[src/verilog/alu_consts.svh]
// Width and depth macros for the board ALU: data, opcode, switch bank, synchronizer
`ifndef ALU_CONSTS_SVH
`define ALU_CONSTS_SVH

// Operand and result width, one word
`define ALU_DATA_W 5

// Raw operation code width, MIPS function field
`define ALU_OP_W 6

// Switch bank: operand A, operand B, then opcode from the LSB up
`define ALU_SW_W ((2 * `ALU_DATA_W) + `ALU_OP_W)

// Button synchronizer depth
`define ALU_SYNC_STAGES 2

`endif

[src/verilog/alu_pkg.sv]
// Package alu_pkg with the decoded operation enum and the raw MIPS function codes
`default_nettype none

`include "alu_consts.svh"

package alu_pkg;

    // Decoded operation, OP_NONE for anything not in the table
    typedef enum logic [3:0] {
        OP_ADD,
        OP_SUB,
        OP_AND,
        OP_OR,
        OP_XOR,
        OP_NOR,
        OP_SRL,
        OP_SRA,
        OP_NONE
    } alu_op_e;

    parameter logic [`ALU_OP_W-1:0] FUNCT_ADD = 6'b100000;
    parameter logic [`ALU_OP_W-1:0] FUNCT_SUB = 6'b100010;
    parameter logic [`ALU_OP_W-1:0] FUNCT_AND = 6'b100100;
    parameter logic [`ALU_OP_W-1:0] FUNCT_OR  = 6'b100101;
    parameter logic [`ALU_OP_W-1:0] FUNCT_XOR = 6'b100110;
    parameter logic [`ALU_OP_W-1:0] FUNCT_NOR = 6'b100111;
    parameter logic [`ALU_OP_W-1:0] FUNCT_SRL = 6'b000010; // Logical right shift
    parameter logic [`ALU_OP_W-1:0] FUNCT_SRA = 6'b000011; // Arithmetic right shift

endpackage

`default_nettype wire

[src/verilog/button_capture.sv]
// Module button_capture: button synchronizer, rising edge strobe and payload latch
`default_nettype none
`timescale 1ns/10ps

`include "alu_consts.svh"

module button_capture #(
    parameter type T_PAYLOAD = logic
) (
    input  logic     i_clock,
    input  logic     i_arst_n,
    input  logic     i_button,      // Raw push-button level
    input  T_PAYLOAD i_value,       // Field to latch
    output T_PAYLOAD o_value,
    output logic     o_captured     // One cycle, after o_value updates
);

    logic [`ALU_SYNC_STAGES-1:0] sync_q;
    logic                        btn_q;     // Last synchronized level
    logic                        rise_q;    // Registered edge strobe
    logic                        captured_q;
    logic                        btn_sync;

    assign btn_sync = sync_q[`ALU_SYNC_STAGES-1];

    always_ff @(posedge i_clock or negedge i_arst_n) begin
        if (!i_arst_n) begin
            sync_q <= '0;
            btn_q  <= 1'b0;
            rise_q <= 1'b0;
        end else begin
            sync_q <= {sync_q[`ALU_SYNC_STAGES-2:0], i_button};
            btn_q  <= btn_sync;
            rise_q <= btn_sync & ~btn_q;    // Held button gives one strobe only
        end
    end

    // Field latch on the strobe
    always_ff @(posedge i_clock or negedge i_arst_n) begin
        if (!i_arst_n) begin
            o_value    <= '0;
            captured_q <= 1'b0;
        end else begin
            captured_q <= rise_q;
            if (rise_q) begin
                o_value <= i_value;
            end
        end
    end

    assign o_captured = captured_q;

endmodule

`default_nettype wire

[src/verilog/alu_input_decode.sv]
// Module alu_input_decode: switch field split, three button captures, opcode decode, load pulse
`default_nettype none
`timescale 1ns/10ps

`include "alu_consts.svh"

module alu_input_decode
    import alu_pkg::*;
(
    input  logic                   i_clock,
    input  logic                   i_arst_n,
    input  logic [`ALU_SW_W-1:0]   i_switches,
    input  logic                   i_button_a,
    input  logic                   i_button_b,
    input  logic                   i_button_op,
    output logic [`ALU_DATA_W-1:0] o_alu_a,
    output logic [`ALU_DATA_W-1:0] o_alu_b,
    output alu_op_e                o_alu_op,
    output logic                   o_load       // One cycle after any capture
);

    logic [`ALU_DATA_W-1:0] sw_a;
    logic [`ALU_DATA_W-1:0] sw_b;
    logic [`ALU_OP_W-1:0]   sw_op;
    logic [`ALU_OP_W-1:0]   raw_op;     // Latched function code
    logic                   cap_a;
    logic                   cap_b;
    logic                   cap_op;
    logic                   load_q;

    // Field slicing, A in the low bits
    assign sw_a  = i_switches[`ALU_DATA_W-1:0];
    assign sw_b  = i_switches[(2 * `ALU_DATA_W)-1:`ALU_DATA_W];
    assign sw_op = i_switches[`ALU_SW_W-1:(2 * `ALU_DATA_W)];

    button_capture #(.T_PAYLOAD(logic [`ALU_DATA_W-1:0])) u_cap_a (
        .i_clock    (i_clock),
        .i_arst_n   (i_arst_n),
        .i_button   (i_button_a),
        .i_value    (sw_a),
        .o_value    (o_alu_a),
        .o_captured (cap_a)
    );

    button_capture #(.T_PAYLOAD(logic [`ALU_DATA_W-1:0])) u_cap_b (
        .i_clock    (i_clock),
        .i_arst_n   (i_arst_n),
        .i_button   (i_button_b),
        .i_value    (sw_b),
        .o_value    (o_alu_b),
        .o_captured (cap_b)
    );

    button_capture #(.T_PAYLOAD(logic [`ALU_OP_W-1:0])) u_cap_op (
        .i_clock    (i_clock),
        .i_arst_n   (i_arst_n),
        .i_button   (i_button_op),
        .i_value    (sw_op),
        .o_value    (raw_op),
        .o_captured (cap_op)
    );

    // MIPS function field to enum
    always_comb begin
        case (raw_op)
            FUNCT_ADD: o_alu_op = OP_ADD;
            FUNCT_SUB: o_alu_op = OP_SUB;
            FUNCT_AND: o_alu_op = OP_AND;
            FUNCT_OR:  o_alu_op = OP_OR;
            FUNCT_XOR: o_alu_op = OP_XOR;
            FUNCT_NOR: o_alu_op = OP_NOR;
            FUNCT_SRL: o_alu_op = OP_SRL;
            FUNCT_SRA: o_alu_op = OP_SRA;
            default:   o_alu_op = OP_NONE;  // Illegal code, result zero
        endcase
    end

    always_ff @(posedge i_clock or negedge i_arst_n) begin
        if (!i_arst_n) begin
            load_q <= 1'b0;
        end else begin
            load_q <= cap_a | cap_b | cap_op;
        end
    end

    assign o_load = load_q;

endmodule

`default_nettype wire

[src/verilog/alu_execute.sv]
// Module alu_execute: combinational ALU with registered result, overflow and zero flags
`default_nettype none
`timescale 1ns/10ps

`include "alu_consts.svh"

module alu_execute
    import alu_pkg::*;
(
    input  logic                   i_clock,
    input  logic                   i_arst_n,
    input  logic [`ALU_DATA_W-1:0] i_alu_a,
    input  logic [`ALU_DATA_W-1:0] i_alu_b,
    input  alu_op_e                i_alu_op,
    input  logic                   i_load,
    output logic [`ALU_DATA_W-1:0] o_result,
    output logic                   o_overflow_flag,
    output logic                   o_zero_flag
);

    localparam int MSB = `ALU_DATA_W - 1;

    logic [`ALU_DATA_W-1:0] sum_c;
    logic [`ALU_DATA_W-1:0] diff_c;
    logic [2:0]             shamt;      // Low three bits of B
    logic [`ALU_DATA_W-1:0] result_c;
    logic                   overflow_c;
    logic [`ALU_DATA_W-1:0] result_q;
    logic                   overflow_q;
    logic                   zero_q;

    assign sum_c  = i_alu_a + i_alu_b;
    assign diff_c = i_alu_a - i_alu_b;
    assign shamt  = i_alu_b[2:0];

    always_comb begin
        result_c   = '0;
        overflow_c = 1'b0;
        case (i_alu_op)
            OP_ADD: begin
                result_c = sum_c;
                // Same-sign operands, sign flipped
                overflow_c = (i_alu_a[MSB] == i_alu_b[MSB]) && (sum_c[MSB] != i_alu_a[MSB]);
            end
            OP_SUB: begin
                result_c   = diff_c;
                overflow_c = (i_alu_a[MSB] != i_alu_b[MSB]) && (diff_c[MSB] != i_alu_a[MSB]);
            end
            OP_AND: result_c = i_alu_a & i_alu_b;
            OP_OR:  result_c = i_alu_a | i_alu_b;
            OP_XOR: result_c = i_alu_a ^ i_alu_b;
            OP_NOR: result_c = ~(i_alu_a | i_alu_b);
            OP_SRL: result_c = i_alu_a >> shamt;
            OP_SRA: result_c = $unsigned($signed(i_alu_a) >>> shamt);  // Sign fill
            default: begin
                result_c   = '0;
                overflow_c = 1'b0;
            end
        endcase
    end

    // Output register, zero result after reset so zero LED starts high
    always_ff @(posedge i_clock or negedge i_arst_n) begin
        if (!i_arst_n) begin
            result_q   <= '0;
            overflow_q <= 1'b0;
            zero_q     <= 1'b1;
        end else if (i_load) begin
            result_q   <= result_c;
            overflow_q <= overflow_c;
            zero_q     <= (result_c == '0);
        end
    end

    assign o_result        = result_q;
    assign o_overflow_flag = overflow_q;
    assign o_zero_flag     = zero_q;

endmodule

`default_nettype wire

[src/verilog/alu_top.sv]
// Module alu_top: board ALU with input decode and execute stages, switch width check
`default_nettype none
`timescale 1ns/10ps

`include "alu_consts.svh"

module alu_top
    import alu_pkg::*;
(
    input  logic                   i_clock,
    input  logic                   i_arst_n,
    input  logic [`ALU_SW_W-1:0]   i_switches,      // Board switch bank
    input  logic                   i_button_a,      // Latch operand A
    input  logic                   i_button_b,      // Latch operand B
    input  logic                   i_button_op,     // Latch operation
    output logic [`ALU_DATA_W-1:0] o_led_result,
    output logic                   o_overflow_flag, // Overflow LED
    output logic                   o_zero_flag      // Zero LED
);

    logic [`ALU_DATA_W-1:0] alu_a;
    logic [`ALU_DATA_W-1:0] alu_b;
    alu_op_e                alu_op;
    logic                   load;

    // Board has only 16 switches
    if (`ALU_SW_W > 16) begin : g_sw_check
        $error("Switch field width %0d exceeds the 16 board switches", `ALU_SW_W);
    end

    alu_input_decode u_decode (
        .i_clock     (i_clock),
        .i_arst_n    (i_arst_n),
        .i_switches  (i_switches),
        .i_button_a  (i_button_a),
        .i_button_b  (i_button_b),
        .i_button_op (i_button_op),
        .o_alu_a     (alu_a),
        .o_alu_b     (alu_b),
        .o_alu_op    (alu_op),
        .o_load      (load)
    );

    // LEDs come straight from the execute registers
    alu_execute u_execute (
        .i_clock         (i_clock),
        .i_arst_n        (i_arst_n),
        .i_alu_a         (alu_a),
        .i_alu_b         (alu_b),
        .i_alu_op        (alu_op),
        .i_load          (load),
        .o_result        (o_led_result),
        .o_overflow_flag (o_overflow_flag),
        .o_zero_flag     (o_zero_flag)
    );

endmodule

`default_nettype wire

[config.mk]
export PLATFORM = sky130hd
export DESIGN_NAME = alu_top
export DESIGN_NICKNAME = d
export VERILOG_FILES = /design/src/verilog/alu_pkg.sv /design/src/verilog/button_capture.sv /design/src/verilog/alu_input_decode.sv /design/src/verilog/alu_execute.sv /design/src/verilog/alu_top.sv
export VERILOG_INCLUDE_DIRS = /design/src /design/src/verilog
export SDC_FILE = /design/constraint.sdc
export NUM_CORES = 1
export LEC_CHECK = 0
export BUFFER_PORTS_ARGS = -buffer_cell sky130_fd_sc_hd__buf_2
export CAP_MARGIN = 5
export CORE_MARGIN = 8
export CORE_UTILIZATION = 47
export CTS_CLUSTER_SIZE = 20
export DETAILED_ROUTE_END_ITERATION = 8
export GPL_ROUTABILITY_DRIVEN = 0
export PLACE_DENSITY = 0.74
export SLEW_MARGIN = 20
export SYNTH_ARGS = -nofsm -noshare
export SYNTH_HDL_FRONTEND = slang
export SYNTH_HIERARCHICAL = 1
export SYNTH_SLANG_ARGS = --single-unit
[constraint.sdc]
create_clock -name i_clock -period 2.4 [get_ports i_clock]
set_clock_uncertainty 0.15 [all_clocks]
set_input_delay 0.36 -clock i_clock [delete_from_list [all_inputs] [get_ports i_clock]]
set_output_delay 0.36 -clock i_clock [all_outputs]
set_load 0.01 [all_outputs]
==> flow_summary.json <==
{
  "die_y_um": 86.46,
  "synth_flop_cell": "dfrtp_1",
  "avgSynthCellArea_um2": 11.01,
  "synthTopCellsByArea": "dfrtp_1, ha_1, mux2_2",
  "grt_pass1_wl_um": 9439,
  "synth_cells": 212,
  "areaGrowthSynthToFinish_pct": 32.12,
  "synth_fp_nets": 249,
  "fmaxAchievable_mhz": 414.9,
  "multiInputGateArea_mm2": 0.001363,
  "grt.overflow.total": 0,
  "coreArea_mm2": 0.004755,
  "fin_area_mm2": 0.003083,
  "grt_util_all_layers_pct": 16.21,
  "clk_latency_ns": 0.29,
  "vdd_drop_max_uv": 583.6,
  "synth_top_area_share_pct": 40.75,
  "wl_per_cell_um": 16.68,
  "cts_sinks": 39,
  "hold_path_class": "input port to async pin",
  "relSlewSlack_pct": 43.82,
  "netlist.top_cell.by_area": "dfrtp_1",
  "hold_viol": 0,
  "critical_path_class": "register to register",
  "final.min_clock_period_ns": 2.410,
  "io_pins": 28,
  "synth_most_common_cell": "dfrtp_1",
  "root_buffer": "clkbuf_8",
  "fin_crit_sh_pct": 100.4,
  "cp-start-kind": "register",
  "viasPerCell": 5.517,
  "final_nets": 317,
  "n_antenna_cell": 0,
  "drtAntennaViolNets": 0,
  "seqCellArea_um2": 980.9,
  "io_buffers": 27,
  "synth_edf_count": 0,
  "crit_chain": "nor3b_2, a21oi_1, or3_1, or2_2, nor2_4, nand4b_1, o21ai_1, buf_4, a2111oi_4, a32o_1",
  "syn_area_mm2": 0.002333,
  "htree_levels": 2,
  "r2r_cells": 10,
  "status": "finished with violations",
  "worstPathRequired_ns": 2.48,
  "dr.pass1.iters": 4,
  "start_util_pct": 49.08,
  "crit_path_top_delay_cell": "dfrtp_2",
  "hpwl_um": 4241,
  "cts_tree": "done",
  "path_max_fanout": 6,
  "finalWorstSetupSlack_ns": -0.01049,
  "slew_violations": 0,
  "grt_antenna_before_repair": 0,
  "yosysWarnings": 6,
  "cp-end-kind": "register",
  "grt_max_degree": 40,
  "placedInstanceArea_mm2": 0.002774,
  "ctsLongestPathBuffers": 2,
  "drive_gt1_share_pct": 47.69,
  "reg2reg_slack_ns": -0.01,
  "rows": 25,
  "drt_iter0_markers": 103,
  "drc_errors": 0,
  "cellLeakagePower_nw": 1.380,
  "dieArea_mm2": 0.007475,
  "crit_arrival_ns": 2.49,
  "ys_async_sr_fraction_pct": 100.0,
  "dr_total_vias": 1920,
  "setup_violations": 1,
  "ys_top_cells_by_count": "dfrtp_1, inv_1, nor2_1",
  "clkTransAtPathRegs_ns": 0.08,
  "tightest_slew_ns": 0.8427,
  "whs_ns": 0.01013,
  "rsz0062_at_grt": "true",
  "max_stage_delay_ns": 0.45,
  "ys_types": 54,
  "powerDensity_mw_per_mm2": 717.6,
  "die_x_um": 86.46,
  "drt-total-wl_um": 5806,
  "grt_pass1_vias": 2032,
  "synth-seq-cells": 39,
  "maxCapViolCount": 0,
  "failed_checks": "setup timing",
  "cts-buffers-inserted": 5,
  "seq_area_frac_synth_pct": 41.88,
  "fill_cells": 368
}
power by group:
group	total, mW	switching [mW]	internal [mW]
Combinational	0.828	0.411	0.417
Clock	0.566	0.251	0.315
Sequential	0.819	0.0797	0.739
Total	2.21	0.742	1.47
routing by layer:
layer | vias to the layer above | part of all wire (%) | track usage, %
li1 | 898 | - | -
met1 | 958 | 42 | 18.31
met2 | 52 | 52 | 27.78
met3 | 12 | 4.2 | 4.159
met4 | 0 | 1.7 | 7.668
met5 | - | 0 | 0
registers in the layout (all words and copies together) (netlist names):
| register | count |
|---|---|
| u_decode/o_load | 1 |
| u_decode/u_cap_a/btn_q | 1 |
| u_decode/u_cap_a/o_captured | 1 |
| u_decode/u_cap_a/o_value | 5 |
| u_decode/u_cap_a/rise_q | 1 |
| u_decode/u_cap_a/sync_q | 2 |
| u_decode/u_cap_b/btn_q | 1 |
| u_decode/u_cap_b/o_captured | 1 |
| u_decode/u_cap_b/o_value | 5 |
| u_decode/u_cap_b/rise_q | 1 |
| u_decode/u_cap_b/sync_q | 2 |
| u_decode/u_cap_op/btn_q | 1 |
| u_decode/u_cap_op/o_captured | 1 |
| u_decode/u_cap_op/o_value | 6 |
| u_decode/u_cap_op/rise_q | 1 |
| u_decode/u_cap_op/sync_q | 2 |
| u_execute/o_overflow_flag | 1 |
| u_execute/o_result | 5 |
| u_execute/o_zero_flag | 1 |
what timing repair did:
action / CTS / global route
hold buffers: 0 / 2
setup endpoints to repair: 5 / 7
resized for setup: 22 / 11
pin swaps: 8 / 4
setup buffers: 7 / 0
endpoints found under the hold margin: 0 / 2
critical path: cells and delay by family, from the launching register on:
kind	cells	cell delay (ns)
AO/OA/AOI/OAI	4	0.46
buffers and inverters	1	0.14
flip-flops	1	0.45
AND/OR/NAND/NOR	5	1.16
cell families after synthesis:
group                    count (synthesis)  synth area share (%)
AND/OR/NAND/NOR                         61                 13.94
AO/OA/AOI/OAI                           44                 15.23
flip-flops                              39                 41.88
buffers and inverters                   25                 5.791
multiplexers                            23                 12.44
adder cells (fa/ha/maj)                 16                 9.223
XOR/XNOR                                 4                 1.502
placed cells by master (no fill, tap or decap), drive strengths merged, types with 4 or more instances in the layout:
master	instances
mux2	17
buf	67
inv	18
a211oi	4
dfrtp	38
nand3	9
mux2i	5
nor2b	6
a21oi	10
clkbuf	5
nor2	15
nor3	4
ha	14
o21ai	8
nand2	10
metrics by stage:
| step | std cells | setup TNS (ns) | utilization, % | power, mW | setup slack, ns |
|---|---|---|---|---|---|
| 6_report | 348 | -0.01049 | 64.84 | 2.212 | -0.01049 |
| 3_3_place_gp | 332 | -0.06455 | 58.34 | 1.520 | -0.06303 |
| 2_1_floorplan | 212 | 0 | - | 1.282 | 0.001738 |
| 3_5_place_dp | 332 | -0.1768 | 58.34 | 1.546 | -0.09589 |
| 4_1_cts | 346 | -0.03387 | 63.58 | 2.196 | -0.03387 |
| 5_1_grt | 348 | -0.3651 | 64.84 | 2.336 | -0.1101 |
final cells by class:
| type | instances | area share, % |
|---|---|---|
| Tap cell | 67 | 2.719 |
| Inverter | 17 | 2.070 |
| Clock buffer | 5 | 2.232 |
| Timing Repair Buffer | 69 | 15.42 |
| Sequential cell | 39 | 31.82 |
| Multi-Input combinational cell | 148 | 44.20 |
| Clock inverter | 3 | 1.542 |
final timing paths:
kind / endpoint / start
worst max-delay path: u_execute/o_zero_flag / u_decode/u_cap_op/o_value[5]
worst min-delay path: u_execute/o_result[3] / i_arst_n
worst max register to register: u_execute/o_zero_flag / u_decode/u_cap_op/o_value[5]
worst min register to register: u_decode/u_cap_op/sync_q[1] / u_decode/u_cap_op/sync_q[0]
max in group asynchronous: u_decode/u_cap_b/o_value[0] / i_arst_n
min in group i_clock: u_decode/u_cap_a/sync_q[0] / i_button_a
Note: power is estimated with default switching activity, not from simulation.
